**src/ooo_backend_macros.svh**
```systemverilog
/*
 * Out-of-order back end configuration
 * Sizes of the register space, the reorder buffer and the data path
 */
`ifndef OOO_BACKEND_MACROS_SVH
`define OOO_BACKEND_MACROS_SVH

// ------------------------------
// Register space
// ------------------------------
`define OOO_REG_NUM     16  // Architectural registers

// ------------------------------
// Reorder buffer
// ------------------------------
`define OOO_ROB_DEPTH   8   // Entries, power of 2

// ------------------------------
// Data path
// ------------------------------
`define OOO_XLEN        16  // Data word width
`define OOO_BUSY_W      4   // In-flight writer counter, holds ROB depth plus one

`endif
```
**src/ooo_cfg_pkg.sv**
```systemverilog
/*
 * Back end configuration package
 * Sizes and index/width types derived from the configuration macros
 */
`include "ooo_backend_macros.svh"

package ooo_cfg_pkg;

    // ------------------------------
    // Sizes
    // ------------------------------
    localparam int REG_NUM   = `OOO_REG_NUM;
    localparam int ROB_DEPTH = `OOO_ROB_DEPTH;
    localparam int REG_IDX_W = $clog2(REG_NUM);     // 4 bits
    localparam int ROB_IDX_W = $clog2(ROB_DEPTH);   // 3 bits
    localparam int XLEN      = `OOO_XLEN;
    localparam int BUSY_W    = `OOO_BUSY_W;

    // ------------------------------
    // Types
    // ------------------------------
    // Register file index
    typedef logic [REG_IDX_W-1:0] reg_idx_t;

    // Reorder buffer entry index
    typedef logic [ROB_IDX_W-1:0] rob_idx_t;

    typedef logic [XLEN-1:0]      xdata_t;      // Operand and result word
    typedef logic [BUSY_W-1:0]    busy_cnt_t;   // Count of in-flight writers

endpackage

```
**src/ooo_entry_pkg.sv**
```systemverilog
/*
 * Back end record package
 * Operation codes and the entries held in status table, ROB and CDB
 */
package ooo_entry_pkg;

    import ooo_cfg_pkg::*;

    // ------------------------------
    // Operation codes
    // ------------------------------
    typedef enum logic {
        UNIT_ALU = 1'b0,        // Single-stage add/sub/xor
        UNIT_MUL = 1'b1         // Three-stage multiplier
    } unit_sel_t;

    // ALU function, ignored by the multiplier
    typedef enum logic [1:0] {
        ALU_ADD = 2'd0,
        ALU_SUB = 2'd1,
        ALU_XOR = 2'd2
    } alu_op_t;

    // ------------------------------
    // Records
    // ------------------------------
    // Register status: pending writers and the latest producer
    typedef struct packed {
        busy_cnt_t busy;        // Nonzero while a writer is in flight
        rob_idx_t  rob_idx;     // ROB entry of the youngest writer
    } regstat_entry_t;

    typedef struct packed {
        logic     done;         // Result has been written back
        reg_idx_t rd;           // Destination register
        xdata_t   data;         // Result value
    } rob_entry_t;

    // Common data bus beat
    typedef struct packed {
        logic     valid;
        rob_idx_t rob_idx;
        xdata_t   data;
    } cdb_t;

endpackage

```
**src/alu_pipe.sv**
```systemverilog
/*
 * ALU pipe
 * Single-stage add/sub/xor with one result slot held until granted
 */
`timescale 1ns/1ps

module alu_pipe (
    input  logic                      clk_i,
    input  logic                      rst_n_i,
    input  logic                      flush_i,
    input  logic                      in_valid_i,
    output logic                      in_ready_o,
    input  ooo_entry_pkg::alu_op_t    op_i,
    input  ooo_cfg_pkg::xdata_t       a_i,
    input  ooo_cfg_pkg::xdata_t       b_i,
    input  ooo_cfg_pkg::rob_idx_t     rob_idx_i,
    output logic                      res_valid_o,
    output ooo_cfg_pkg::rob_idx_t     res_rob_idx_o,
    output ooo_cfg_pkg::xdata_t       res_data_o,
    input  logic                      grant_i
);

    import ooo_cfg_pkg::*;
    import ooo_entry_pkg::*;

    logic     valid_q;      // Slot occupied
    rob_idx_t rob_idx_q;
    xdata_t   data_q;
    xdata_t   result;

    always_comb begin
        case (op_i)
            ALU_SUB: result = a_i - b_i;
            ALU_XOR: result = a_i ^ b_i;
            default: result = a_i + b_i;    // Wraps modulo 2**16
        endcase
    end

    assign in_ready_o = !valid_q || grant_i;    // Slot frees on grant

    always_ff @(posedge clk_i or negedge rst_n_i) begin
        if (!rst_n_i) begin
            valid_q <= 1'b0;
        end else if (flush_i) begin
            valid_q <= 1'b0;
        end else if (in_valid_i && in_ready_o) begin
            valid_q <= 1'b1;
        end else if (grant_i) begin
            valid_q <= 1'b0;
        end
    end

    // Payload, qualified by valid_q
    always_ff @(posedge clk_i) begin
        if (in_valid_i && in_ready_o) begin
            rob_idx_q <= rob_idx_i;
            data_q    <= result;
        end
    end

    assign res_valid_o   = valid_q;
    assign res_rob_idx_o = rob_idx_q;
    assign res_data_o    = data_q;

endmodule

```
**config.mk**
```make
export PLATFORM = sky130hd
export DESIGN_NAME = alu_pipe
export DESIGN_NICKNAME = d
export VERILOG_FILES = /design/src/ooo_cfg_pkg.sv /design/src/ooo_entry_pkg.sv /design/src/alu_pipe.sv
export VERILOG_INCLUDE_DIRS = /design/src
export SDC_FILE = /design/constraint.sdc
export NUM_CORES = 1
export LEC_CHECK = 0
export BUFFER_PORTS_ARGS = -buffer_cell sky130_fd_sc_hd__buf_2
export CAP_MARGIN = 0
export CELL_PAD_IN_SITES_DETAIL_PLACEMENT = 0
export CELL_PAD_IN_SITES_GLOBAL_PLACEMENT = 1
export CORE_ASPECT_RATIO = 0.75
export CORE_MARGIN = 8
export CORE_UTILIZATION = 42
export DETAILED_ROUTE_END_ITERATION = 10
export PLACE_DENSITY = 0.91
export REMOVE_ABC_BUFFERS = 1
export SETUP_SLACK_MARGIN = 0.02
export SLEW_MARGIN = 20
export SYNTH_ARGS = -nofsm -noshare
export SYNTH_HDL_FRONTEND = slang
export SYNTH_SLANG_ARGS = --single-unit
```
**constraint.sdc**
```tcl
create_clock -name clk_i -period 2.49 [get_ports clk_i]
set_clock_uncertainty 0.05 [all_clocks]
set_input_delay 0.3735 -clock clk_i [delete_from_list [all_inputs] [get_ports clk_i]]
set_output_delay 0.3735 -clock clk_i [all_outputs]
set_load 0.01 [all_outputs]
```
Yosys cells after proc, flatten, opt, wreduce, memory -nomap -nowiden
Index checks and enable logic that the tools add are counted.

word-level totals
  flip-flop bits (word level) = 20
  output and inout port bits = 21
  input port bits = 42
  word-level logic and storage cells = 16

cells by class
  bitwise logic cells = 1
  multiplexer cells = 4
  add/sub/neg operators = 2
  equality and inequality tests = 2
  reductions and logical operators = 4

operator list
  kind                count
  $pmux 16 s2         1
  $add 16x16->16      1
  $sub 16x16->16      1
  $xor 16x16->16      1
  $mux 1              3
  $reduce_bool 3->1   1
  $eq 2x1->1 const B  1
  $eq 2x2->1 const B  1
  $logic_and 1x1->1   1
  $logic_not 1->1     1
  $logic_or 1x1->1    1

Longest topological paths before layout
  depth in word-level cells = 5
  depth in mapped cells = 13
  mapped depth without buffers = 12

Worst setup path before layout
OpenSTA, ideal clock, no wires.

  kind = input to register
  start = input b_i[6]
  end = register data_q[15] (netlist: res_data_o[15]), data pin
  stages = 12
  setup slack = -0.868 ns
  arrival = 3.042 ns
  library setup time = 0.265 ns
  buffers on the path = 1
  cell sequence = buf_2 > or4_1 > nor3_1 > a21oi_1 > xnor2_1 > ha_1 > a21o_1 > a21oi_1 > nand4_1 > o211ai_2 > mux2_1 > or3_1

between the ends
  longest elaborated chain between the ends = 2
  elaborated cells on any way between the ends = 3
  those cells by class = add/sub: 2; mux: 1

ends and longest elaborated chain
  element                                                  RTL line                        RTL
  from (decl)                                              alu_pipe.sv:15                  input ooo_cfg_pkg::xdata_t b_i,
  $add 16x16->16 / $sub 16x16->16 (equally long branches)  alu_pipe.sv:35, alu_pipe.sv:33
  $pmux 16 s2 (*)                                          alu_pipe.sv:32                  case (op_i)
  net result[15]                                           alu_pipe.sv:29                  xdata_t result;
  to (signal assigned)                                     alu_pipe.sv:57                  data_q <= result;
  to (decl)                                                alu_pipe.sv:28                  xdata_t data_q;

Mark *: on every way through the listed nets, which the timed path passes. The rest lies on a longest branch.
A chain may end at the register's enable or synchronous reset.

Worst setup path in the final report
  start = input b_i[9]
  end = register data_q[13] (netlist: res_data_o[13]), data pin

Same word-level chain as after synthesis.

==> metrics.log <==
[metrics] number of cells after detailed placement: 431
[metrics] fraction of final layout cells sized beyond drive strength 1: 0.600
[metrics] vertical die dimension: 77.7 um
[metrics] Final Routed Wirelength: roughly 10 mm
[metrics] number of H-tree branching levels: 1
[metrics] aggregate global-route resource usage: 0.201
[metrics] area of combinational cells with multiple inputs: between 1500 and 2000 um^2
[metrics] cell type contributing the most total cell area after synthesis: sky130_fd_sc_hd__edfxtp_1
[metrics] sequential cell area: between 500 and 600 um^2
[metrics] core outline area: about 4900 um^2
[metrics] Setup crit end kind: flop
[metrics] cell area after technology mapping: about 2100 um^2
[metrics] global-route wire length before repair: between 10 and 15 mm
[metrics] number of max-cap violations: 0
[metrics] post-route clock period utilization: 1.25
[metrics] highest ir drop seen on vdd: 0.000266 V
[metrics] wire per inst: roughly 22 um
[metrics] number of buffers on the longest clock path: 2
[metrics] status: finished with violations
[metrics] overall die width: 98.2 um
[metrics] critical path launch point type: input pin
[metrics] total power divided by cell area: between 400 and 500 nW/um^2
[metrics] area of the die: about 7600 um^2
[metrics] detailed-route DRC error count: 0
[metrics] vias after detailed routing: about 2,900
[metrics] count of fill cells added during filler insertion: just under 300
[metrics] Antenna Diode Count: 0
[metrics] crit path cell chain: buf_6, or4_4, nor3_4, a21oi_2, xnor2_1, ha_1, buf_6, buf_6, buf_6, nand2_4, buf_4, buf_4, nor3_1, nor2_1, mux2i_1, nand2_1, o22ai_2
[metrics] share of flip-flops with an asynchronous set or reset: 0.0500
[metrics] reported leakage power: about 1.7 nW
[metrics] DRC marker count from the first detailed-route iteration: 390
[metrics] count leader, synth: sky130_fd_sc_hd__a21oi_1
[metrics] antenna violations before repair: 0
[metrics] number of primary I/O pins: 63
[metrics] Std-Cell Rows: 22
[metrics] worst hold path class: input pin to flop
[metrics] half-perimeter wire length after detailed placement: between 5 and 6 mm
[metrics] failing checks: negative setup slack
[metrics] number of sinks driven by the clock tree: 20
[metrics] number of optimization iterations in the first detailed-route pass: 5
[metrics] Slowest cell on crit path: sky130_fd_sc_hd__or4_4
[metrics] clock latency on the worst-skew pair: roughly 0.26 ns
[metrics] EDFF count, synth: 19
[metrics] most frequently used flop master after synthesis: sky130_fd_sc_hd__edfxtp_1
[metrics] Yosys warning total: 0
[metrics] number of buffers added by the clock tree synthesis step: 3
[metrics] via-per-instance ratio: 6.20
[metrics] total buffers and inverters traversed by the critical path: 6
[metrics] Critical Path Max Stage Delay: around 0.56 ns
[metrics] top cell family by delay on the critical path: simple AND/OR/NAND/NOR gates
[metrics] most instantiated cells after synthesis: sky130_fd_sc_hd__a21oi_1, sky130_fd_sc_hd__nand2_1, sky130_fd_sc_hd__xor2_1
[metrics] Seq cells post-synth: 20
[metrics] Final Instance Count excl. Fillers: around 460
[metrics] arrival time reported for the critical path endpoint: 3.18 ns
[metrics] Avg Cell Area, Syn: just under 9 um^2
[metrics] maximum achievable frequency: 320 MHz
[metrics] number of library cell types mapped by synthesis: 52
[metrics] Gate Count Post-Synth: between 200 and 250
[metrics] Hold Slack: about 0.20 ns
[metrics] Rel. slew slack: 0.677
[metrics] port buffer count: 62
[metrics] critical path peak fanout: 5
[metrics] critical path type: input pin to flop
[metrics] actual slew at the worst max-slew pin: ~0.48 ns
[metrics] Yosys top cell area share: 0.268
[metrics] sequential-to-total area share from yosys stat: 0.280
[metrics] final core occ: 0.785
[metrics] clk root buf: sky130_fd_sc_hd__clkbuf_8
[metrics] cell types occupying the most area after synthesis: sky130_fd_sc_hd__edfxtp_1, sky130_fd_sc_hd__ha_1, sky130_fd_sc_hd__xor2_1, sky130_fd_sc_hd__xnor2_1, sky130_fd_sc_hd__a21oi_1
[metrics] unrepaired setup endpoints after global routing: true
[metrics] largest net degree at the start of global routing: 20
[metrics] starting utilization of the core area: 0.435
[metrics] routability cong.: between 0.9 and 1
[metrics] number of failing hold endpoints at the final stage: 0
[metrics] final worst setup slack: -0.631 ns
[metrics] Setup-failing EPs final: 10
[metrics] Syn-to-layout area delta: 80.6%
[metrics] final number of max-transition violations: 0
[metrics] vias in the first global route: ~2,600
[metrics] CP Data Required Time: roughly 2.6 ns
[metrics] TritonCTS clock tree: yes
[metrics] Min Clock Period, post-route: between 3 and 4 ns
[metrics] overflow left after global routing: 0
[metrics] Net count, final: 463
[metrics] Final Total Pwr: 1.91 mW
[metrics] Routed Antenna Nets: 0
[metrics] most frequent cell on the critical path: sky130_fd_sc_hd__buf_6
[metrics] Clk pin slew, worst setup/hold paths: about 0.08 ns
## flip-flops by register name, summed over array words and instances (netlist names)
register / flops
res_valid_o: 1
res_data_o: 16
res_rob_idx_o: 3
## cell usage in the layout, fill, tap and decap left out, types with 3 or more instances in the layout
cell	count
sky130_fd_sc_hd__mux2i_1	3
sky130_fd_sc_hd__buf_4	85
sky130_fd_sc_hd__ha_1	13
sky130_fd_sc_hd__o31ai_2	4
sky130_fd_sc_hd__edfxtp_1	19
sky130_fd_sc_hd__inv_1	7
sky130_fd_sc_hd__nand2_1	14
sky130_fd_sc_hd__clkbuf_8	3
sky130_fd_sc_hd__o21a_1	3
sky130_fd_sc_hd__o21ai_1	3
sky130_fd_sc_hd__nand3_1	3
sky130_fd_sc_hd__a21oi_4	3
sky130_fd_sc_hd__o21ai_0	5
sky130_fd_sc_hd__a21o_1	5
sky130_fd_sc_hd__nor2_2	3
sky130_fd_sc_hd__or3_1	3
sky130_fd_sc_hd__a21oi_1	8
sky130_fd_sc_hd__nand2b_1	3
sky130_fd_sc_hd__buf_2	55
sky130_fd_sc_hd__xnor2_1	14
sky130_fd_sc_hd__ha_4	3
sky130_fd_sc_hd__buf_6	24
sky130_fd_sc_hd__nor2_1	12
sky130_fd_sc_hd__nor3_1	7
sky130_fd_sc_hd__a21oi_2	11
sky130_fd_sc_hd__xor2_1	19
sky130_fd_sc_hd__nand2_2	6
sky130_fd_sc_hd__nor2_4	3
## area by class of cell
type,count,share of cell area
clock buffer,3,0.0107
tap,60,0.0195
inverter,8,0.00780
timing repair buffer,167,0.318
clock inverter,1,0.00780
multi-input combinational,204,0.481
sequential,20,0.155
## where the power goes
| part | internal, mW | switching (mW) |
|---|---|---|
| sequential | 0.431 | 0.0103 |
| combinational | 0.544 | 0.574 |
| clock | 0.215 | 0.141 |
| total | 1.19 | 0.725 |
## worst register-to-register path, cell delays in order, from the launching register on
cell                       delay [ns]
sky130_fd_sc_hd__dfrtp_1         0.38
sky130_fd_sc_hd__nand2b_1        0.11
sky130_fd_sc_hd__and2_1          0.13
sky130_fd_sc_hd__buf_4           0.28
## timing repair
item | in CTS | in global routing
hold endpoints to repair | 1 | 0
buffers inserted | 11 | 20
resized for setup | 67 | 55
hold buffers | 1 | 0
pin swaps | 34 | 50
setup endpoints to repair | 11 | 10
## cell families (layout without fill, tap and decap cells)
logic type	count (synthesis)	in the layout	synth area share
AOI/OAI and AO/OA	64	64	0.209
xor gates and xnor gates	35	35	0.144
adders and majority gates	17	17	0.103
buffers and inverters	18	179	0.0335
DFF	20	20	0.280
muxes	6	6	0.0288
and+or+nand+nor	82	82	0.202
## metrics by stage
stage / area [um^2] / setup slack, ns / TNS (ns)
6_report: 3850 / -0.631 / -3.81
5_1_grt: 3850 / -0.704 / -4.55
4_1_cts: 3460 / -0.591 / -2.01
3_5_place_dp: 3050 / -1.10 / -6.93
3_3_place_gp: 3050 / -0.900 / -6.55
2_1_floorplan: 2090 / -0.784 / -2.81
## routing by layer
layer	up-vias	routed length (um)	track usage
met5	-	0	0
met1	1327	3790	0.244
met2	265	4500	0.347
li1	1213	-	-
met3	65	1130	0.0455
met4	0	615	0.0672
## final timing paths
kind	from	end	slack (ns)	cells past startpoint
setup / recovery	b_i[9]	res_data_o[13]	-0.63	17
hold / removal	flush_i	res_valid_o	0.20	2
setup reg to reg	res_valid_o	res_rob_idx_o[1]	1.21	3
hold reg to reg	res_valid_o	res_valid_o	0.55	2
max in group asynchronous	rst_n_i	res_valid_o	1.95	2
min in group asynchronous	rst_n_i	res_valid_o	0.35	2
No activity file was read; power rests on OpenSTA's default activity.
