File: src/ooo_backend_macros.svh
/*
 * Out-of-order back end configuration
 * Sizes of the register space, the reorder buffer and the data path
 */
`ifndef OOO_BACKEND_MACROS_SVH
`define OOO_BACKEND_MACROS_SVH

// ------------------------------
// Register space
// ------------------------------
`define OOO_REG_NUM     16  // Architectural registers

// ------------------------------
// Reorder buffer
// ------------------------------
`define OOO_ROB_DEPTH   8   // Entries, power of 2

// ------------------------------
// Data path
// ------------------------------
`define OOO_XLEN        16  // Data word width
`define OOO_BUSY_W      4   // In-flight writer counter, holds ROB depth plus one

`endif
File: src/ooo_cfg_pkg.sv
/*
 * Back end configuration package
 * Sizes and index/width types derived from the configuration macros
 */
`include "ooo_backend_macros.svh"

package ooo_cfg_pkg;

    // ------------------------------
    // Sizes
    // ------------------------------
    localparam int REG_NUM   = `OOO_REG_NUM;
    localparam int ROB_DEPTH = `OOO_ROB_DEPTH;
    localparam int REG_IDX_W = $clog2(REG_NUM);     // 4 bits
    localparam int ROB_IDX_W = $clog2(ROB_DEPTH);   // 3 bits
    localparam int XLEN      = `OOO_XLEN;
    localparam int BUSY_W    = `OOO_BUSY_W;

    // ------------------------------
    // Types
    // ------------------------------
    // Register file index
    typedef logic [REG_IDX_W-1:0] reg_idx_t;

    // Reorder buffer entry index
    typedef logic [ROB_IDX_W-1:0] rob_idx_t;

    typedef logic [XLEN-1:0]      xdata_t;      // Operand and result word
    typedef logic [BUSY_W-1:0]    busy_cnt_t;   // Count of in-flight writers

endpackage

File: src/ooo_entry_pkg.sv
/*
 * Back end record package
 * Operation codes and the entries held in status table, ROB and CDB
 */
package ooo_entry_pkg;

    import ooo_cfg_pkg::*;

    // ------------------------------
    // Operation codes
    // ------------------------------
    typedef enum logic {
        UNIT_ALU = 1'b0,        // Single-stage add/sub/xor
        UNIT_MUL = 1'b1         // Three-stage multiplier
    } unit_sel_t;

    // ALU function, ignored by the multiplier
    typedef enum logic [1:0] {
        ALU_ADD = 2'd0,
        ALU_SUB = 2'd1,
        ALU_XOR = 2'd2
    } alu_op_t;

    // ------------------------------
    // Records
    // ------------------------------
    // Register status: pending writers and the latest producer
    typedef struct packed {
        busy_cnt_t busy;        // Nonzero while a writer is in flight
        rob_idx_t  rob_idx;     // ROB entry of the youngest writer
    } regstat_entry_t;

    typedef struct packed {
        logic     done;         // Result has been written back
        reg_idx_t rd;           // Destination register
        xdata_t   data;         // Result value
    } rob_entry_t;

    // Common data bus beat
    typedef struct packed {
        logic     valid;
        rob_idx_t rob_idx;
        xdata_t   data;
    } cdb_t;

endpackage

File: src/rob.sv
/*
 * Reorder buffer
 * Circular buffer: tail allocation, CDB write-back and in-order commit
 */
`timescale 1ns/1ps
`include "ooo_backend_macros.svh"

module rob (
    input  logic                   clk_i,
    input  logic                   rst_n_i,
    input  logic                   flush_i,
    // Allocation at dispatch
    input  logic                   alloc_i,
    input  ooo_cfg_pkg::reg_idx_t  alloc_rd_i,
    output logic                   full_o,
    output ooo_cfg_pkg::rob_idx_t  tail_o,
    // Write-back from the CDB
    input  logic                   cdb_valid_i,
    input  ooo_cfg_pkg::rob_idx_t  cdb_rob_idx_i,
    input  ooo_cfg_pkg::xdata_t    cdb_data_i,
    // Commit
    output logic                   commit_valid_o,
    output ooo_cfg_pkg::reg_idx_t  commit_rd_o,
    output ooo_cfg_pkg::rob_idx_t  commit_rob_idx_o,
    output ooo_cfg_pkg::xdata_t    commit_data_o
);

    import ooo_cfg_pkg::*;
    import ooo_entry_pkg::*;

    localparam int CntW = $clog2(`OOO_ROB_DEPTH) + 1;   // Counts 0 to depth

    rob_entry_t      mem [`OOO_ROB_DEPTH];
    rob_idx_t        head_q;            // Oldest entry
    rob_idx_t        tail_q;            // Next free entry
    logic [CntW-1:0] count_q;           // Occupied entries
    logic            settle_q;          // Low for one cycle after reset or flush
    logic            retire;

    // ------------------------------
    // Commit side
    // ------------------------------
    assign retire           = (count_q != '0) && mem[head_q].done;
    assign commit_valid_o   = retire;
    assign commit_rd_o      = mem[head_q].rd;
    assign commit_rob_idx_o = head_q;
    assign commit_data_o    = mem[head_q].data;

    // Full also while settling, which blocks dispatch for that cycle
    assign full_o = (count_q == CntW'(`OOO_ROB_DEPTH)) || !settle_q;
    assign tail_o = tail_q;

    // ------------------------------
    // Pointers and occupancy
    // ------------------------------
    always_ff @(posedge clk_i or negedge rst_n_i) begin
        if (!rst_n_i) begin
            head_q   <= '0;
            tail_q   <= '0;
            count_q  <= '0;
            settle_q <= 1'b0;
        end else if (flush_i) begin
            head_q   <= '0;
            tail_q   <= '0;
            count_q  <= '0;
            settle_q <= 1'b0;
        end else begin
            settle_q <= 1'b1;
            if (alloc_i) tail_q <= tail_q + 1'b1;    // Wraps, depth is a power of 2
            if (retire)  head_q <= head_q + 1'b1;
            count_q <= count_q + CntW'(alloc_i) - CntW'(retire);
        end
    end

    // ------------------------------
    // Entry storage
    // ------------------------------
    // A live entry is never allocated, so the two writes never meet
    always_ff @(posedge clk_i) begin
        if (alloc_i) begin
            mem[tail_q].done <= 1'b0;
            mem[tail_q].rd   <= alloc_rd_i;
        end
        if (cdb_valid_i) begin
            mem[cdb_rob_idx_i].done <= 1'b1;
            mem[cdb_rob_idx_i].data <= cdb_data_i;
        end
    end

endmodule

File: config.mk
export PLATFORM = sky130hd
export DESIGN_NAME = rob
export DESIGN_NICKNAME = d
export VERILOG_FILES = /design/src/ooo_cfg_pkg.sv /design/src/ooo_entry_pkg.sv /design/src/rob.sv
export VERILOG_INCLUDE_DIRS = /design/src
export SDC_FILE = /design/constraint.sdc
export NUM_CORES = 1
export LEC_CHECK = 0
export ABC_AREA = 1
export BUFFER_PORTS_ARGS = -buffer_cell sky130_fd_sc_hd__clkbuf_2
export CAP_MARGIN = 20
export CORE_MARGIN = 1
export CORE_UTILIZATION = 35
export CTS_CLUSTER_DIAMETER = 40
export DETAILED_ROUTE_END_ITERATION = 7
export GPL_TIMING_DRIVEN = 0
export HOLD_SLACK_MARGIN = 0.03
export SYNTH_ARGS = -nofsm -noshare
export SYNTH_HDL_FRONTEND = slang
export SYNTH_SLANG_ARGS = --single-unit
File: constraint.sdc
create_clock -name clk_i -period 2.54 [get_ports clk_i]
set_input_delay 0.381 -clock clk_i [delete_from_list [all_inputs] [get_ports clk_i]]
set_output_delay 0.381 -clock clk_i [all_outputs]
set_load 0.03 [all_outputs]
Word-level counts from Yosys, hierarchy flattened:

Memories as Yosys holds them, arrays and structs flattened.
Index checks and enable logic that the tools add are counted.

* bits in registers: 11
* latch bits: 0
* bits in writable memories: 168
* bits in read-only memories: 0
* bits of input ports: 28
* output and inout port bits: 28
* word-level logic and storage cells: 26
* memories kept: 1

* add/subtract/negate cells: 4
* $mul: 0
* div/mod/pow operators: 0
* magnitude comparators: 0
* equal/unequal tests: 1
* shift-type cells: 0
* muxes and demuxes: 10
* bitwise logic cells: 0
* reductions and logical operators: 6

Memories
* mem: depth 8, width 21, read ports 1, clocked after Yosys merged registers in 0, wr ports 2, line rob.sv:33 `` rob_entry_t mem [`OOO_ROB_DEPTH]; ``

Operators by type and width (number)
* two-way mux 3 bit: 4
* adder 3 x 1 -> 3 bit (second input constant): 2
* two-way mux 1 bit: 5
* adder 4 x 1 -> 4 bit: 1
* == test 4 bit (second input constant): 1
* two-way mux 4 bit: 1
* nonzero test 2 bit: 2
* nonzero test 4 bit: 1
* subtractor 4 x 1 -> 4 bit: 1
* logical AND 1 bit: 1
* zero test 1 bit: 1
* logical OR 1 bit: 1

Depth between registers and ports, before layout:

Gate-level depths: netlist (run 1).

* word-level depth: 4
* depth in mapped cells: 14
* mapped depth without buffers: 14

Least setup slack after synthesis (run 1):

Ideal clock, no wire load.

* path kind: register to register
* start: register head_q[0], in the netlist commit_rob_idx_o[0]
* end: register count_q[2]
* setup time: 0.119 ns
* data arrival time: 2.347 ns
* required time: 2.421 ns
* setup slack: 0.074 ns
* cell stages (with the launch flop): 13
* buffers on the path: 1
* period minus slack after synthesis: 2.466 ns
* cell sequence: dfrtp_1 > buf_4 > nand2_1 > nand3_1 > nand3_1 > nand3_2 > inv_1 > ha_1 > inv_1 > ha_1 > fa_1 > xnor2_1 > nor2_1

* cells in the longest elaborated chain, start to end: 4

Ends and longest elaborated chain
* from (decl): line rob.sv:34 `rob_idx_t head_q;`
* from (signal assigned): line rob.sv:70 `if (retire) head_q <= head_q + 1'b1;`
* memory (8 x 21 bit)
* logical AND 1 bit: line rob.sv:43 `assign retire = (count_q != '0) && mem[head_q].done;`
* via commit_valid_o: line rob.sv:22 `output logic commit_valid_o,`
* subtractor 4 x 1 -> 4 bit: line rob.sv:71 `count_q <= count_q + CntW'(alloc_i) - CntW'(retire);`
* two-way mux 4 bit: line rob.sv:62 `end else if (flush_i) begin`
* to (signal assigned): line rob.sv:71
* to (decl): line rob.sv:36 `logic [CntW-1:0] count_q;`

The timed path passes the listed nets, and every way through them passes these cells.
A chain may end at the register's enable or synchronous reset.

Worst setup path after layout (run 1):

* start: register head_q[0], in the netlist commit_rob_idx_o[0]
* end: output commit_data_o[8]

* cells in the longest elaborated chain, start to end: 1

Ends and longest elaborated chain
* memory (8 x 21 bit)
* to (decl): line rob.sv:25 `output ooo_cfg_pkg::xdata_t commit_data_o`

Every way passes these cells.

==> run metrics, run 1 <==
status finished, final reports clean; Residual DRC 0; Synth Net Count about 630; clk slew on worst S/H paths 0.07 ns; Ys Warns 0; Core Area 0.02017 sq mm; clock latency on the worst-skew pair 0.43 ns; Sw Share 31.15%; Clk network pwr share approximately a third; Multi-input gate area 0.001724 sq mm; TritonCTS Buffers 17; synth cell count leaders edfxtp_1 (160), nor2_1 (102), nand2_1 (90), o21ai_1 (65), o22ai_1 (44); crit start category flip-flop; CTS tree done; Sink Count 179; chip width 145.3 microns; Cells after DPL approximately 900; Worst EP arrival 2.04 ns; Hold Path Cell Cnt 2; synthesized instance count 592; CTS root buffer clkbuf_16; largest net degree at the start of global routing 17; Final Hold Viols 0; R2R depth 13; first-pass GRT wire length 28.28 mm; total grt overflow 0; Layout Skew 0.007768 ns; post-layout min period 2.424 ns; Sw Pwr 2.475 mW; flops & latches, synth ~180; detailed route wirelength on metal3 1.216 mm; Post-synth ARST share 6.145%; ys flop type edfxtp_1; Peak Freq 0.4126 GHz; Vias/cell 5.146; Seq/Total Area, Yosys 72.89%; top-count cell post-synth edfxtp_1; # rows 52; EDFF count, synth 160; worst stage delay on the critical path about 0.45 ns; GP Congestion 0.7923; CTS HTree Levels 4; share of power burned in registers about 43%; Clock Path Buffers 2; Gate power share about a quarter; DP Wirelength roughly 12 mm; most used cell, CP nand2_1; filler cell count 1,875; critical setup path kind reg2out; post-route worst setup slack 0.1162 ns; GR Util All Layers 17.90%; slew margin rel. roughly 60%; ranking of synthesized cells by area edfxtp_1 (67%), nor2_1 (5.3%), nand2_1 (4.7%); Starting DRT DRC Count roughly 520; Synth top area share 66.83%; area growth from synthesis to layout 20.24%; leakage power 3.256 nW; Internal 5.470 mW; VDD IR max around 0.00054 V; met2 wire len just under 9 mm; pre-CTS WS 0.1426 ns; Detailed Routing Iterations Pass 1 5; setup TNS 0 ns; Post-Syn Area roughly 0.007 sq mm; Die Height ~150 microns; initial core utilization a little over a third; final std cells w/o fill 961; Final period util 95.43%; die area roughly 0.021 sq mm; library cells used by synthesis 27; maximum capacitance violations 0; mean routed wirelength per cell about 19 microns; crit path cell chain buf_4 -> buf_2 -> nor2_1 -> o22ai_1 -> nand2_1 -> nand2_1 -> clkbuf_2; type of the most critical hold path in2reg; Slowest cell on crit path dfrtp_2; IO Pins 56; Yosys top cell by area edfxtp_1; initial antenna violation count 1; hold slack final 0.1745 ns; PortBufs 55; Final Slew Violations 0; Via Count 4,945; highest routed layer met4; share of cells above drive strength 1 20.58%; Slew @ Worst Pin 0.6029 ns; pwr dens 919.0 mW/mm^2; critical-path maximum fanout 10; DRT antenna net count 0; met1 WL 7.504 mm; WL final approximately 18 mm; Critical Path RT 2.16 ns; syn avg cell area 12.14 sq um; Register Area around 0.0052 sq mm; setup violators final 0; nets 714; vias in the first global route between 5,000 and 6,000; crit path capture type output pin
## stage by stage
stage	power [mW]	area, sq um	utilization, %
global placement	5.242	7802	38.68
floorplan	4.672	7189	-
CTS	7.955	8608	42.68
finish	7.944	8645	42.86
global route	8.291	8642	42.85
detailed placement	5.310	7980	39.57
## layout make-up
| type | count | share of cell area [%] |
|---|---|---|
| flip-flops and latches | 179 | 60.65 |
| repair buffers | 66 | 5.297 |
| multi-input cells | 358 | 19.94 |
| diodes | 1 | 0.02895 |
| inverters | 23 | 0.9987 |
| well taps | 270 | 3.908 |
| plain buffers | 32 | 2.171 |
| clock buffers | 17 | 4.921 |
| clock inverters | 15 | 2.084 |
## metal layers
metal / global-route usage [%] / vias to the layer above
met1: 22.82 / 2444
met5: 0 / -
met4: 6.158 / 0
met3: 4.057 / 29
met2: 30.05 / 174
li1: - / 2298
## power by group through the flow
stage	Clock [mW]	Combinational, mW	Sequential, mW
2_1_floorplan	0	1.20	3.47
3_3_place_gp	0	1.78	3.46
3_5_place_dp	0	1.84	3.47
4_1_cts	2.68	1.86	3.41
5_1_grt	2.80	2.07	3.42
6_report	2.65	1.88	3.41
## sequential cells by signal, summed over array words and instances (netlist names)
name and count:
tail_o 3, mem 168, count_q 4, settle_q 1, commit_rob_idx_o 3
## repair_timing
item                                    in CTS  in global routing
resized for setup                            9                 11
gates cloned                                 0                  0
setup buffers                                0                  2
hold endpoints to repair                    11                  0
hold buffers                                 1                  0
endpoints found under the setup margin      20                 16
## placed cells by master (no fill, tap or decap), types with 2 or more instances in the layout
cell type and instances:
inv_6 3, clkbuf_16 17, clkinvlp_4 3, nor2_1 94, o22ai_1 44, clkinv_2 3
dfxtp_1 8, ha_1 8, nand4_1 3, dfrtp_1 9, clkinv_4 3, dfrtp_2 2
nand2_1 90, buf_4 5, o21ai_1 65, inv_1 20, inv_2 2, buf_2 14
nand3_1 11, a21oi_1 3, o21ai_0 25, nor2_2 8, edfxtp_1 160, buf_8 5
bufinv_16 3, clkbuf_2 62, buf_16 3, clkbuf_4 6
## worst max-delay path, delay by kind of cell, from the launching register on
family / cells / cell delay (ns)
buffers and inverters: 3 / 0.69
DFF: 1 / 0.45
and+or+nand+nor: 3 / 0.31
AOI/OAI and AO/OA: 1 / 0.17
## cell families (layout without fill, tap and decap cells)
group	count (synthesis)	in the layout	share of synthesized area [%]
AO/OA/AOI/OAI	139	139	10.51
adder cells (fa/ha/maj)	9	9	1.671
flip-flops	179	179	72.89
XOR/XNOR	2	2	0.2437
AND/OR/NAND/NOR	208	208	11.28
buffers and inverters	55	153	3.411
other	0	1	0
## path summary, 6_finish.rpt
path | slack (ns) | from | to
setup / recovery | 0.12 | commit_rob_idx_o[0] | commit_data_o[8]
hold / removal | 0.17 | flush_i | count_q[0]
setup reg to reg | 0.18 | commit_rob_idx_o[0] | count_q[2]
hold reg to reg | 0.48 | mem[7][20] | mem[7][20]
max in group asynchronous | 1.93 | rst_n_i | commit_rob_idx_o[1]
min in group asynchronous | 0.36 | rst_n_i | tail_o[2]
Note: power is estimated with default switching activity, not from simulation.
==> run 2, diff against run 1 <==
- ABC_AREA: 1 -> default
- CELL_PAD_IN_SITES_DETAIL_PLACEMENT: default -> 0
- CELL_PAD_IN_SITES_GLOBAL_PLACEMENT: default -> 2
- PLACE_DENSITY: default -> 0.65
==> run 2 against run 1 <==
The flow now finishes with violations (setup timing); via count down 30%; combinational power down 13%; final area down 0.88%; sequential share of layout area up 0.54 points; clock power down 12%; hold slack better by 0.056 ns; synthesized cell count down 41%; clock skew down 0.0023 ns; critical path depth up 1; register-to-register slack worse by 0.19 ns; first-iteration DRC count down 68%; sequential power about the same; largest cell class unchanged.
==> run metrics, run 2 <==
Final period util 100.2% (+4.8 points); ant diodes 0 (-1); GP Congestion 0.6948 (-12%); Design Power 7.364 mW (-7.3%); clk slew on worst S/H paths 0.06 ns (about the same); CTS tree done; setup violators final 1 (+1); Vias/cell 4.836 (-6.0%); top flop regs mem (168), count_q (4); Synth Net Count 385 (-39%); die area 0.02063 sq mm (-2.3%); commonest non-fill, non-tap cell in the layout edfxtp_1; max FFs per register 168 (unchanged); RSZ-0062 raised after global routing true; critical setup path kind reg2reg; DP Area 0.007836 sq mm (-1.8%); leakage power 2.868 nW (-12%); GR Util All Layers 15.45% (-2.4 points); ys flop type edfxtp_1; Slew @ Worst Pin 1.008 ns (+0.4049 ns); Detailed Routing Iterations Pass 1 4 (-1); most frequent cells in the layout edfxtp_1 (160), mux4_2 (41), clkbuf_2 (36); IO Pins 56 (unchanged); Post-synth ARST share 6.145% (unchanged); EDFF count, synth 160 (unchanged); Seq/Total Area, Yosys 74.63% (+1.7 points); fin area 0.008568 sq mm (-0.88%); Peak Freq 0.3927 GHz (-4.8%); mean routed wirelength per cell 20.10 microns (+7.2%); crit path capture type flip-flop; nets 473 (-34%); library cells used by synthesis 28 (+3.7%); Post-Syn Area 0.007022 sq mm (-2.3%); total grt overflow 0 (unchanged); crit start category flip-flop; maximum capacitance violations 0 (unchanged); Ys Warns 0 (unchanged); Residual DRC 0 (unchanged); ranking of synthesized cells by area edfxtp_1 (68%), mux4_2 (13%), dfrtp_1 (3.9%); clock latency on the worst-skew pair 0.42 ns (about the same); critical-path maximum fanout 8 (-2); initial core utilization 35.84% (+0.20 points); post-route worst setup slack -0.006170 ns (-0.1223 ns); type of the most critical hold path in2reg; pwr dens 859.5 mW/mm^2 (-6.5%); CTS HTree Levels 4 (unchanged); Yosys top cell by area edfxtp_1; WL final 14.31 mm (-21%); synth cell count leaders edfxtp_1 (160), mux4_2 (41), mux2_2 (20), nor2_1 (20), nand2_1 (13); slew margin rel. 32.45% (-27 points); Layout Skew 0.005422 ns (-0.002346 ns); initial antenna violation count 0 (-1); first-pass GRT wire length 22.12 mm (-22%); status complete, but fails checks; Clock Path Buffers 2 (unchanged); syn avg cell area 20.18 sq um (+66%); Starting DRT DRC Count 168 (-68%); DRT antenna net count 0 (unchanged); chip width 143.6 microns (-1.2%); Synth top area share 68.42% (+1.6 points); top-count cell post-synth edfxtp_1; Core Area 0.01959 sq mm (-2.9%); VDD IR max 0.0005559 V (+3.2%); Sink Count 179 (unchanged); Via Count 3,443 (-30%); DP Wirelength 9.466 mm (-22%); synthesized instance count 348 (-41%); CTS root buffer clkbuf_16; area growth from synthesis to layout 22.02%; Die Height 143.6 microns (-1.2%); largest net degree at the start of global routing 17 (unchanged); Final Hold Viols 0 (unchanged); Worst EP arrival 2.90 ns (+0.86 ns); flops & latches, synth 179 (unchanged); failing checks setup timing; vias in the first global route 3,727 (-26%); # rows 51 (-1.9%); Final Slew Violations 0 (unchanged); Most flops, register mem; PortBufs 55 (unchanged); TritonCTS Buffers 17 (unchanged); Critical Path RT 2.90 ns (+0.74 ns); post-layout min period 2.546 ns (+0.1223 ns); share of cells above drive strength 1 42.28% (+22 points)
-- run 2: metrics by stage --
stage	hold WS, ns	utilization, %	setup TNS [ns]	worst slack [ns]	cells
after global routing	0.2283	43.74	-0.4608	-0.06968	712
after detailed placement	0.2810	40.00	-2.288	-0.1453	676
after CTS	0.2139	43.57	-0.01245	-0.008606	711
after floorplan	0.08541	-	-0.1577	-0.09917	348
after global placement	0.2791	39.11	-43.69	-1.110	668
final	0.2303	43.74	-0.006170	-0.006170	712
-- run 2: kinds of logic (layout without fill, tap and decap cells) --
kind of cell	Yosys count	in the layout	synth area share, %
DFF	179	179	74.63
muxes	66	66	17.14
and+or+nand+nor	48	48	3.012
buffers and inverters	24	123	1.461
AOI/OAI and AO/OA	18	18	1.550
adders and majority gates	9	9	1.711
xor gates and xnor gates	4	4	0.4990
-- run 2: worst paths after layout --
path	startpoint	to	slack (ns)	cells after the start
min in group asynchronous	rst_n_i	count_q[3]	0.37	2
max	commit_rob_idx_o[0]	count_q[1]	-0.006	8
min reg2reg	mem[0][20]	mem[0][20]	0.47	2
max in group asynchronous	rst_n_i	commit_rob_idx_o[0]	1.93	2
min	cdb_data_i[4]	mem[2][4]	0.23	1
max reg2reg	commit_rob_idx_o[0]	count_q[1]	-0.006	8
-- run 2: where the power goes --
group | switching (mW) | total, mW | internal, mW | leakage [nW]
combinational | 0.807 | 1.64 | 0.829 | 0.964
sequential | 0.0588 | 3.41 | 3.35 | 1.66
clock | 1.08 | 2.32 | 1.24 | 0.242
total | 1.94 | 7.36 | 5.42 | 2.87
-- run 2: layer usage --
layer	GRT usage, %	vias to the layer above	wire, microns
met5	0	-	0
met4	5.039	0	173
met3	3.899	14	494
met2	25.24	65	7242
met1	20.16	1800	6399
li1	-	1564	-
-- run 2: final cells by class --
| type | instances | area, sq um |
|---|---|---|
| plain buffers | 13 | 153.9 |
| clock inverters | 12 | 87.58 |
| well taps | 265 | 331.6 |
| repair buffers | 70 | 536.8 |
| fillers | 1743 | 11020 |
| multi-input cells | 145 | 1747 |
| flip-flops and latches | 179 | 5243 |
| clock buffers | 18 | 429.2 |
| inverters | 10 | 40.04 |
-- run 2: timing repair --
action | CTS | global route
setup buffers | 5 | 1
hold buffers | 1 | 0
setup endpoints to repair | 23 | 23
hold endpoints to repair | 11 | 0
gates resized for setup | 43 | 23
pin swaps | 1 | 1
-- run 2: worst max-delay path: stages (launching register included) --
cell	delay, ns
dfrtp_2	0.39
buf_12	0.15
mux4_2	0.53
o2111a_2	0.31
ha_4	0.27
inv_2	0.03
ha_4	0.15
fa_2	0.52
nor2b_4	0.12
