File: config.mk
export PLATFORM = sky130hd
export DESIGN_NAME = cdb_arbiter
export DESIGN_NICKNAME = d
export VERILOG_FILES = /design/src/ooo_cfg_pkg.sv /design/src/ooo_entry_pkg.sv /design/src/cdb_arbiter.sv
export VERILOG_INCLUDE_DIRS = /design/src
export SDC_FILE = /design/constraint.sdc
export NUM_CORES = 1
export LEC_CHECK = 0
export BUFFER_PORTS_ARGS = -buffer_cell sky130_fd_sc_hd__clkbuf_2
export CAP_MARGIN = 20
export CORE_UTILIZATION = 25
export CTS_BUF_LIST = sky130_fd_sc_hd__clkbuf_2
export DETAILED_ROUTE_END_ITERATION = 8
export PLACE_DENSITY_LB_ADDON = 0.25
export SLEW_MARGIN = 0
export SYNTH_ARGS = -nofsm -noshare
export SYNTH_HDL_FRONTEND = slang
export SYNTH_SLANG_ARGS = --single-unit
File: constraint.sdc
create_clock -name clk_i -period 1.3 [get_ports clk_i]
set_input_delay 0.26 -clock clk_i [delete_from_list [all_inputs] [get_ports clk_i]]
set_output_delay 0.26 -clock clk_i [all_outputs]
set_load 0.03 [all_outputs]
File: src/ooo_backend_macros.svh
/*
 * Out-of-order back end configuration
 * Sizes of the register space, the reorder buffer and the data path
 */
`ifndef OOO_BACKEND_MACROS_SVH
`define OOO_BACKEND_MACROS_SVH

// ------------------------------
// Register space
// ------------------------------
`define OOO_REG_NUM     16  // Architectural registers

// ------------------------------
// Reorder buffer
// ------------------------------
`define OOO_ROB_DEPTH   8   // Entries, power of 2

// ------------------------------
// Data path
// ------------------------------
`define OOO_XLEN        16  // Data word width
`define OOO_BUSY_W      4   // In-flight writer counter, holds ROB depth plus one

`endif
File: src/ooo_cfg_pkg.sv
/*
 * Back end configuration package
 * Sizes and index/width types derived from the configuration macros
 */
`include "ooo_backend_macros.svh"

package ooo_cfg_pkg;

    // ------------------------------
    // Sizes
    // ------------------------------
    localparam int REG_NUM   = `OOO_REG_NUM;
    localparam int ROB_DEPTH = `OOO_ROB_DEPTH;
    localparam int REG_IDX_W = $clog2(REG_NUM);     // 4 bits
    localparam int ROB_IDX_W = $clog2(ROB_DEPTH);   // 3 bits
    localparam int XLEN      = `OOO_XLEN;
    localparam int BUSY_W    = `OOO_BUSY_W;

    // ------------------------------
    // Types
    // ------------------------------
    // Register file index
    typedef logic [REG_IDX_W-1:0] reg_idx_t;

    // Reorder buffer entry index
    typedef logic [ROB_IDX_W-1:0] rob_idx_t;

    typedef logic [XLEN-1:0]      xdata_t;      // Operand and result word
    typedef logic [BUSY_W-1:0]    busy_cnt_t;   // Count of in-flight writers

endpackage

File: src/ooo_entry_pkg.sv
/*
 * Back end record package
 * Operation codes and the entries held in status table, ROB and CDB
 */
package ooo_entry_pkg;

    import ooo_cfg_pkg::*;

    // ------------------------------
    // Operation codes
    // ------------------------------
    typedef enum logic {
        UNIT_ALU = 1'b0,        // Single-stage add/sub/xor
        UNIT_MUL = 1'b1         // Three-stage multiplier
    } unit_sel_t;

    // ALU function, ignored by the multiplier
    typedef enum logic [1:0] {
        ALU_ADD = 2'd0,
        ALU_SUB = 2'd1,
        ALU_XOR = 2'd2
    } alu_op_t;

    // ------------------------------
    // Records
    // ------------------------------
    // Register status: pending writers and the latest producer
    typedef struct packed {
        busy_cnt_t busy;        // Nonzero while a writer is in flight
        rob_idx_t  rob_idx;     // ROB entry of the youngest writer
    } regstat_entry_t;

    typedef struct packed {
        logic     done;         // Result has been written back
        reg_idx_t rd;           // Destination register
        xdata_t   data;         // Result value
    } rob_entry_t;

    // Common data bus beat
    typedef struct packed {
        logic     valid;
        rob_idx_t rob_idx;
        xdata_t   data;
    } cdb_t;

endpackage

File: src/cdb_arbiter.sv
/*
 * CDB arbiter
 * Round-robin between ALU and MUL for the shared result bus
 */
`timescale 1ns/1ps

module cdb_arbiter (
    input  logic                   clk_i,
    input  logic                   rst_n_i,
    input  logic                   flush_i,
    input  logic                   alu_req_i,
    input  logic                   mul_req_i,
    input  ooo_cfg_pkg::rob_idx_t  alu_rob_idx_i,
    input  ooo_cfg_pkg::rob_idx_t  mul_rob_idx_i,
    input  ooo_cfg_pkg::xdata_t    alu_data_i,
    input  ooo_cfg_pkg::xdata_t    mul_data_i,
    output logic                   alu_grant_o,
    output logic                   mul_grant_o,
    output logic                   cdb_valid_o,
    output ooo_cfg_pkg::rob_idx_t  cdb_rob_idx_o,
    output ooo_cfg_pkg::xdata_t    cdb_data_o
);

    import ooo_entry_pkg::*;

    logic last_mul_q;       // Last winner, 1 for MUL
    cdb_t cdb;

    // On contention the pipe that lost last time wins
    assign alu_grant_o = alu_req_i && (!mul_req_i || last_mul_q);
    assign mul_grant_o = mul_req_i && (!alu_req_i || !last_mul_q);

    always_ff @(posedge clk_i or negedge rst_n_i) begin
        if (!rst_n_i) begin
            last_mul_q <= 1'b0;
        end else if (flush_i) begin
            last_mul_q <= 1'b0;
        end else if (alu_grant_o || mul_grant_o) begin
            last_mul_q <= mul_grant_o;
        end
    end

    // Bus mux from the winner
    always_comb begin
        cdb.valid   = alu_grant_o || mul_grant_o;
        cdb.rob_idx = mul_grant_o ? mul_rob_idx_i : alu_rob_idx_i;
        cdb.data    = mul_grant_o ? mul_data_i    : alu_data_i;
    end

    assign cdb_valid_o   = cdb.valid;
    assign cdb_rob_idx_o = cdb.rob_idx;
    assign cdb_data_o    = cdb.data;

endmodule

# Yosys cells after proc, flatten, opt, wreduce, memory -nomap -nowiden
# Index checks and enable logic that the tools add are counted.
[classes] muxes=4 n_reduce_logical=9
[ops] operator="two-way mux 16 bit" n=1
[ops] operator="logical NOT 1 bit" n=3
[ops] operator="logical OR 1 bit" n=3
[ops] operator="two-way mux 3 bit" n=1
[ops] operator="logical AND 1 bit" n=2
[ops] operator="two-way mux 1 bit" n=2
[ops] operator="nonzero test 2 bit" n=1
[word_totals] regBits=1 inputBits=43 elab_cells=14

# Depth between registers and ports, before layout
# Gate-level depths: netlist of the first run.
[logic_depth] ltp_word=6 mapped_depth=3 mapped_depth_nobuf=2

# Worst setup path before layout of the first run
# Ideal clock, no wire load.
[synth_path] kind="flip-flop to output port" startpoint="register last_mul_q" endpoint="output port cdb_data_o[10]" arrival_ns=1.141 required_ns=1.040 slack_ns=-0.101 path_stages_with_launch=4 path_buffers=1 cell_sequence="dfrtp_1 a21boi_2 buf_6 mux2_4"
[synth_via] elab_chain_cells=4
[synth_lines] element="start, declared" line_no="cdb_arbiter.sv:26" text="logic last_mul_q;"
[synth_lines] element="start signal, assigned" line_no="cdb_arbiter.sv:39" text="last_mul_q <= mul_grant_o;"
[synth_lines] element="logical NOT 1 bit" line_no="cdb_arbiter.sv:31" text="assign mul_grant_o = mul_req_i && (!alu_req_i || !last_mul_q);"
[synth_lines] element="logical OR 1 bit" line_no="cdb_arbiter.sv:31"
[synth_lines] element="logical AND 1 bit" line_no="cdb_arbiter.sv:31"
[synth_lines] element="named net mul_grant_o" line_no="cdb_arbiter.sv:18" text="output logic mul_grant_o,"
[synth_lines] element="two-way mux 16 bit" line_no="cdb_arbiter.sv:47" text="cdb.data = mul_grant_o ? mul_data_i : alu_data_i;"
[synth_lines] element="end, declared" line_no="cdb_arbiter.sv:21" text="output ooo_cfg_pkg::xdata_t cdb_data_o"
# The timed path passes the listed nets, and every way through them passes these cells.

# Worst setup path after layout of the first run
[layout_path] startpoint="input port alu_req_i" endpoint="output port cdb_data_o[13]"
[layout_via] elab_chain_cells=4
[layout_lines] element="start, declared" line_no="cdb_arbiter.sv:11" text="input logic alu_req_i,"
[layout_lines] element="logical NOT 1 bit" line_no="cdb_arbiter.sv:31"
[layout_lines] element="logical OR 1 bit" line_no="cdb_arbiter.sv:31"
[layout_lines] element="logical AND 1 bit" line_no="cdb_arbiter.sv:31"
[layout_lines] element="two-way mux 16 bit" line_no="cdb_arbiter.sv:47"
# Every way passes these cells.

==> PnR_summary.wiki, run 1 <==
{| class="wikitable"
! Metric !! Value
|-
| Crit-path cells || clkbuf_8 > a21boi_4 > buf_12 > mux2_4 > buf_8
|-
| Multi-input gate area in the final layout || between 300 and 400 µm²
|-
| Number of inserted filler cells in the final layout || 99
|-
| Sum of buffers and inverters on the critical path || 3
|-
| Inserted Diodes || 0
|-
| Height of the die || about 40 µm
|-
| Number of rows in the core area || 13
|-
| Routed vias || 480
|-
| Ports placed on the boundary || between 60 and 70
|-
| Run status || finished with violations
|-
| Final period demand of the worst path || roughly 1.5 ns
|-
| Setup TNS || -3.29 ns
|-
| First-pass detailed-route iteration total || 2
|-
| Slack of the critical path || -0.181 ns
|-
| Hold/Removal Path Class || input port to asynchronous set/reset pin
|-
| Setup repair after global routing missed its margin || yes
|-
| Final estimated routing congestion in global placement || 0.653
|-
| Count of endpoints failing setup in the final report || 19
|-
| Synth area leader || sky130_fd_sc_hd__mux2_4
|-
| Share of power burned in registers || approximately 6.4%
|-
| Category of the critical setup timing path || input port to primary output
|-
| Average cell area after synthesis || 13.4 µm²
|-
| Fraction of layout instances using a drive strength above 1 || a little over nine tenths
|-
| Number of max-cap violations || 0
|-
| Final hold vios || 0
|-
| Largest registers || last_mul_q: 1 flops
|-
| Worst setup skew after layout || 0 ns
|-
| Cell family contributing the most delay on the critical path || buffers and inverters
|-
| Area enclosed by the die boundary || ~1700 µm²
|-
| Mapped cell area || about 380 µm²
|-
| Final worst-path cycle share || 114%
|-
| Fmax || about 0.68 GHz
|-
| Max Transition Viols Final || 0
|-
| Switching part of the total power || roughly two fifths
|-
| Warning count from the yosys run || 0
|-
| Vias in the first global route || 469
|-
| Worst-Margin Slew || approximately 0.17 ns
|-
| Iteration-0 DRC count of the detailed router || 4
|-
| Nature of the critical path startpoint || input port
|-
| Initial core utilization || between 20 and 30%
|-
| Maximum fanout encountered on the critical timing path || 20
|-
| Wire length of the first global-routing pass || roughly 2100 µm
|-
| Cell count of the worst reg-to-reg path || 4
|-
| Vias per cell || roughly 4.4
|-
| Endpoint of the lowest-slack register-to-register path || last_mul_q
|-
| Max FFs per register || 1
|-
| Relative slew slack || between 80% and 90%
|-
| Drt wl/cell || about 17 µm
|-
| Post-layout nets || 140
|-
| Clock power frac || 0%
|-
| Clock transition at path regs || 0 ns
|-
| Number of remaining DRC errors || 0
|-
| Remaining global-route overflow || 0
|-
| Static leakage power || roughly 0.55 nW
|-
| Total placed cells including tap cells || 110
|-
| Number of nets in the synthesized netlist || 71
|-
| Number of storage elements in the synthesis netlist || 1
|-
| Remaining number of nets flagged by the antenna check after routing || 0
|-
| Total routing resource utilization after global routing || 19.3%
|-
| Net switching power of the design || roughly 0.24 mW
|-
| Synth unique cells || 9
|-
| Number of antenna violations at the first check in global routing || 0
|-
| Largest vdd supply drop || around 340 µV
|-
| Critical Path Max Stage Delay || between 0.3 and 0.4 ns
|-
| Count of port buffers added during placement || between 60 and 70
|-
| Data required time at the worst endpoint || roughly 1.0 ns
|-
| Power per cell area || around 600 nW/µm²
|-
| Fraction of power consumed by combinational cells || between 90% and 100%
|-
| Slowest-stage cell, CP || sky130_fd_sc_hd__mux2_4
|-
| Critical Path End Type || primary output
|-
| Die X || ~41 µm
|-
| Combined flip-flop and latch cell area || roughly 25 µm²
|-
| Internal || approximately 0.33 mW
|-
| Overall Power || about 0.56 mW
|-
| Share of synthesized area occupied by flip-flops and latches || about 6.7%
|-
| Number of instances in the synthesized netlist || 28
|-
| Core outline area || ~1400 µm²
|-
| Main area contributors after synthesis || sky130_fd_sc_hd__mux2_4 76%, sky130_fd_sc_hd__dfrtp_1 6.7%, sky130_fd_sc_hd__buf_6 6.0%
|-
| Register-to-register setup slack || roughly 0.23 ns
|-
| Failing checks || setup timing
|-
| Endpoint arrival time on the critical path || 1.22 ns
|-
| Layout Cells excl Fill || 110
|-
| Detailed-route wire length || 1860 µm
|-
| Largest net degree at the start of global routing || 21
|-
| Startpoint of the worst-slack reg-to-reg timing path || last_mul_q
|-
| Register with the most flip-flops || last_mul_q
|-
| Clock latency at the later pin of the worst-skew pair || 0 ns
|-
| Layout overhead on the synthesized area || 158%
|-
| Top cell type's share of synthesized area || roughly three quarters
|-
| Quantity of hold-fixing buffers added after cts || 0
|-
| Finished Core Util || between 70% and 80%
|}
==> through the flow <==
| stage | setup WS [ns] | hold WS, ns | area [µm²] |
|---|---|---|---|
| after floorplan | -0.0869 | -0.0356 | 375 |
| after global placement | -0.208 | 0.0360 | 742 |
| after detailed placement | -0.224 | 0.0390 | 742 |
| after CTS | -0.190 | 0.0390 | 933 |
| after global routing | -0.203 | 0.0407 | 967 |
| final | -0.181 | 0.0364 | 967 |
==> cell families after synthesis <==
group	synth area share [%]
compound gates	4.33
mux	76.0
buf+inv	6.00
flops	6.67
simple gates	7.00
==> power groups by stage <==
stage,clock network [mW],logic (mW),registers (mW)
after floorplan,0,0.252,0.0354
after global placement,0,0.378,0.0353
after detailed placement,0,0.382,0.0354
after CTS,0,0.474,0.0360
after global routing,0,0.548,0.0362
final,0,0.528,0.0359
==> synth_stat cells <==
master,instances
sky130_fd_sc_hd__a21oi_1,1
sky130_fd_sc_hd__dfrtp_1,1
sky130_fd_sc_hd__or2_2,1
sky130_fd_sc_hd__nand2b_1,1
sky130_fd_sc_hd__a21boi_2,1
sky130_fd_sc_hd__and2_1,1
sky130_fd_sc_hd__buf_6,2
sky130_fd_sc_hd__mux2_4,19
sky130_fd_sc_hd__or2b_1,1
==> per-layer routing <==
layer / global-route usage [%] / share of wire, % / vias up
met3: 1.09 / 2.4 / 0
met1: 21.0 / 36 / 224
met2: 38.5 / 61 / 17
met4: 6.67 / 0 / 0
met5: 0 / 0 / -
li1: - / - / 239
==> how the worst max path moves through the flow <==
| stage | start | to | slack [ns] | cells past startpoint |
|---|---|---|---|---|
| after floorplan | last_mul_q | cdb_data_o[10] | -0.09 | 3 |
| after global placement | last_mul_q | cdb_data_o[5] | -0.21 | 4 |
| final | alu_req_i | cdb_data_o[13] | -0.18 | 5 |
| after detailed placement | last_mul_q | cdb_data_o[12] | -0.22 | 4 |
| after CTS | alu_req_i | cdb_data_o[12] | -0.19 | 5 |
| after global routing | last_mul_q | cdb_data_o[7] | -0.20 | 4 |
==> final cells by class <==
type	instances	area share [%]
timing repair buffer	69	60.5
sequential	1	2.59
multi-input combinational	25	34.9
tap	15	1.94
==> repair_timing <==
item	CTS	global route
hold endpoints to repair	0	0
buffers inserted	1	0
setup endpoints to repair	20	20
pin swaps	1	0
resized for setup	42	22
==> placed cells by master (no fill, tap or decap), drive strengths merged <==
cell	netlist	routed
a21oi	1	1
nand2b	1	1
a21boi	1	1
mux2	19	19
buf	2	26
or2	1	1
dfrtp	1	1
clkbuf	0	43
or2b	1	1
and2	1	1
Note: power is estimated with default switching activity, not from simulation.
==> inputs of run 2 (changes only) <==
--- a/config.mk
+++ b/config.mk
@@ -6,9 +6,11 @@
 export SDC_FILE = /design/constraint.sdc
 export NUM_CORES = 1
 export LEC_CHECK = 0
+export ABC_AREA = 1
 export BUFFER_PORTS_ARGS = -buffer_cell sky130_fd_sc_hd__clkbuf_2
 export CAP_MARGIN = 20
-export CORE_UTILIZATION = 25
+export CORE_MARGIN = 2
+export CORE_UTILIZATION = 24
 export CTS_BUF_LIST = sky130_fd_sc_hd__clkbuf_2
 export DETAILED_ROUTE_END_ITERATION = 8
 export PLACE_DENSITY_LB_ADDON = 0.25
==> run 2 against run 1 <==
- sequential share of layout area increased by 0.56 points
- total power decreased by 22%
- first-iteration DRC count increased to 2.5 times the previous value
- critical path type is now flop to primary output
- hold slack about the same
- largest power group unchanged
- combinational power decreased by 23%
- the run now ends clean
- highest routed layer unchanged
==> PnR_summary.wiki, run 2 <==
{| class="wikitable"
! Metric !! Value
|-
| Detailed-route wire length || around 1400 µm
|-
| Core outline area || roughly 1500 µm²
|-
| Count of endpoints failing setup in the final report || 0
|-
| Largest registers || last_mul_q: 1 flops
|-
| Worst setup skew after layout || 0 ns
|-
| Power per cell area || ~560 nW/µm²
|-
| Synth unique cells || 10
|-
| Clock latency at the later pin of the worst-skew pair || 0 ns
|-
| Hold/Removal Path Class || input port to asynchronous set/reset pin
|-
| Vias in the first global route || approximately 570
|-
| Max Transition Viols Final || 0
|-
| Average cell area after synthesis || between 4 and 5 µm²
|-
| Top library cells by usage in the layout, fill and taps aside || 49 x sky130_fd_sc_hd__clkbuf_2, 42 x sky130_fd_sc_hd__nand2_1, 19 x sky130_fd_sc_hd__nand3_1, 7 x sky130_fd_sc_hd__buf_2
|-
| Category of the critical setup timing path || flop to primary output
|-
| Final estimated routing congestion in global placement || between 0.6 and 0.7
|-
| Number of inserted filler cells in the final layout || about 150
|-
| Worst-Margin Slew || 0.194 ns
|-
| Number of instances in the synthesized netlist || between 70 and 80
|-
| Relative slew slack || approximately 87%
|-
| Die X || between 40 and 50 µm
|-
| Run status || completed
|-
| Warning count from the yosys run || 0
|-
| Number of enable-type register cells in the synthesized netlist || 0
|-
| Final worst-path cycle share || slightly below 100%
|-
| Count of port buffers added during placement || between 60 and 70
|-
| Number of max-cap violations || 0
|-
| Synth area leader || sky130_fd_sc_hd__nand2_1
|-
| Most common cell after layout, fill and taps aside || sky130_fd_sc_hd__clkbuf_2
|-
| Ports placed on the boundary || 65
|-
| Height of the die || 43.0 µm
|-
| Most numerous cell types in the synthesized netlist || 43 x sky130_fd_sc_hd__nand2_1, 19 x sky130_fd_sc_hd__nand3_1, 4 x sky130_fd_sc_hd__inv_1
|-
| Layout overhead on the synthesized area || 117%
|-
| Number of antenna violations at the first check in global routing || 0
|-
| Overall Power || between 0.4 and 0.5 mW
|-
| Register with the most flip-flops || last_mul_q
|-
| Largest vdd supply drop || between 200 and 300 µV
|-
| First-pass detailed-route iteration total || 6
|-
| Static leakage power || 0.559 nW
|-
| Number of storage elements in the synthesis netlist || 1
|-
| Share of synthesized area occupied by flip-flops and latches || under 10%
|-
| Total routing resource utilization after global routing || 14.0%
|-
| Fraction of layout instances using a drive strength above 1 || between 50% and 60%
|-
| Max FFs per register || 1
|-
| Number of remaining DRC errors || 0
|-
| Number of rows in the core area || 14
|-
| Mapped cell area || 365 µm²
|-
| Maximum fanout encountered on the critical timing path || 6
|-
| Sum of buffers and inverters on the critical path || 2
|-
| Inserted Diodes || 0
|-
| Endpoint arrival time on the critical path || 1.01 ns
|-
| Most used standard cell by instance count after synthesis || sky130_fd_sc_hd__nand2_1
|-
| Largest net degree at the start of global routing || 13
|-
| Wire length of the first global-routing pass || 2150 µm
|-
| Iteration-0 DRC count of the detailed router || 10
|-
| Final period demand of the worst path || approximately 1.3 ns
|-
| Critical Path End Type || primary output
|-
| Post-layout nets || 190
|-
| Slowest-stage cell, CP || sky130_fd_sc_hd__dfrtp_1
|-
| Top cell type's share of synthesized area || between 40% and 50%
|-
| Final hold vios || 0
|-
| Vias per cell || roughly 4.4
|-
| Half-perimeter wire length after detailed placement || around 1100 µm
|-
| Share of flip-flops with an asynchronous set or reset after synthesis || between 90% and 100%
|-
| Initial core utilization || 24.8%
|-
| Remaining global-route overflow || 0
|-
| Critical Path Max Stage Delay || 0.39 ns
|-
| Top flip-flop cell by instance count after synthesis || sky130_fd_sc_hd__dfrtp_1
|-
| Remaining number of nets flagged by the antenna check after routing || 0
|-
| Nature of the critical path startpoint || flop
|-
| Data required time at the worst endpoint || between 1 and 1.5 ns
|-
| Main area contributors after synthesis || sky130_fd_sc_hd__nand2_1 44%, sky130_fd_sc_hd__nand3_1 26%, sky130_fd_sc_hd__dfrtp_1 6.8%
|-
| Routed vias || 711
|-
| Finished Core Util || between 50% and 60%
|-
| Clock transition at path regs || 0 ns
|-
| Drt wl/cell || 8.56 µm
|-
| Worst hold slack || roughly 0.036 ns
|-
| Number of nets in the synthesized netlist || 120
|-
| Cell family contributing the most delay on the critical path || flip-flops
|-
| Area enclosed by the die boundary || around 1900 µm²
|-
| Crit-path cells || nand2_4 > nand2_4 > buf_4 > nand2_1 > nand2_1 > clkbuf_4
|-
| Fmax || about 0.8 GHz
|}
==> run 2: cell count changes in the layout (fill, tap and decap cells not counted), moves of 2 or more <==
cell / previous run / this run
sky130_fd_sc_hd__buf_2: 0 / 7
sky130_fd_sc_hd__buf_4: 4 / 6
sky130_fd_sc_hd__buf_6: 1 / 5
sky130_fd_sc_hd__buf_8: 20 / 0
sky130_fd_sc_hd__clkbuf_2: 42 / 49
sky130_fd_sc_hd__clkbuf_4: 0 / 6
sky130_fd_sc_hd__inv_1: 0 / 4
sky130_fd_sc_hd__mux2_4: 19 / 0
sky130_fd_sc_hd__nand2_1: 0 / 42
sky130_fd_sc_hd__nand2_4: 0 / 2
sky130_fd_sc_hd__nand3_1: 0 / 19
sky130_fd_sc_hd__nor2_1: 0 / 2
==> run 2: metrics by stage <==
| step | instances | setup TNS [ns] | setup slack (ns) | instance area, µm² |
|---|---|---|---|---|
| 6_report | 161 | 0 | 0.0280 | 795 |
| 5_1_grt | 161 | -0.0333 | -0.0276 | 795 |
| 4_1_cts | 159 | 0 | 0.00144 | 733 |
| 3_5_place_dp | 159 | -0.697 | -0.0539 | 728 |
| 3_3_place_gp | 159 | -0.0793 | -0.0125 | 728 |
| 2_1_floorplan | 77 | 0 | 0.112 | 365 |
==> run 2: cell type report <==
| cell class | count | area, µm² | share of cell area (%) |
|---|---|---|---|
| tap | 16 | 20.0 | 2.52 |
| sequential | 1 | 25.0 | 3.15 |
| timing repair buffer | 74 | 447 | 56.2 |
| multi-input combinational | 66 | 288 | 36.2 |
| inverter | 4 | 15.0 | 1.89 |
==> run 2: power breakdown <==
part           switching (mW)  internal [mW]
clock                       0              0
sequential            0.00275         0.0341
combinational           0.240          0.165
total                   0.243          0.199
==> run 2: path summary, 6_finish.rpt <==
| kind | startpoint | end | slack, ns | cells after the start |
|---|---|---|---|---|
| setup / recovery | last_mul_q | cdb_data_o[10] | 0.03 | 6 |
| min in group clk_i | flush_i | last_mul_q | 0.49 | 4 |
| hold / removal | rst_n_i | last_mul_q | 0.04 | 1 |
| setup reg to reg | last_mul_q | last_mul_q | 0.48 | 4 |
| hold reg to reg | last_mul_q | last_mul_q | 0.67 | 3 |
| max in group asynchronous | rst_n_i | last_mul_q | 1.18 | 1 |
==> run 2: routing by layer <==
metal  vias up  part of all wire [%]  global-route usage [%]
met5         -                     0                       0
met4         0                     0                       0
met3         0                    16                    2.13
met2        52                    45                    28.2
met1       281                    39                    16.0
li1        378                     -                       -
==> run 2: logic make-up (layout without fill, tap and decap cells) <==
logic type | count (synthesis) | after routing | share of synthesized area (%)
flip-flops | 1 | 1 | 6.85
buffers and inverters | 10 | 78 | 17.8
AO/OA/AOI/OAI | 1 | 1 | 1.37
AND/OR/NAND/NOR | 65 | 65 | 74.0
==> run 2: repair_timing <==
item | 4_1_cts | 5_1_grt
hold buffers | 0 | 0
gates resized for setup | 2 | 32
cloned | 0 | 1
buffers inserted | 0 | 1
pin swaps | 0 | 1
setup endpoints to repair | 21 | 21
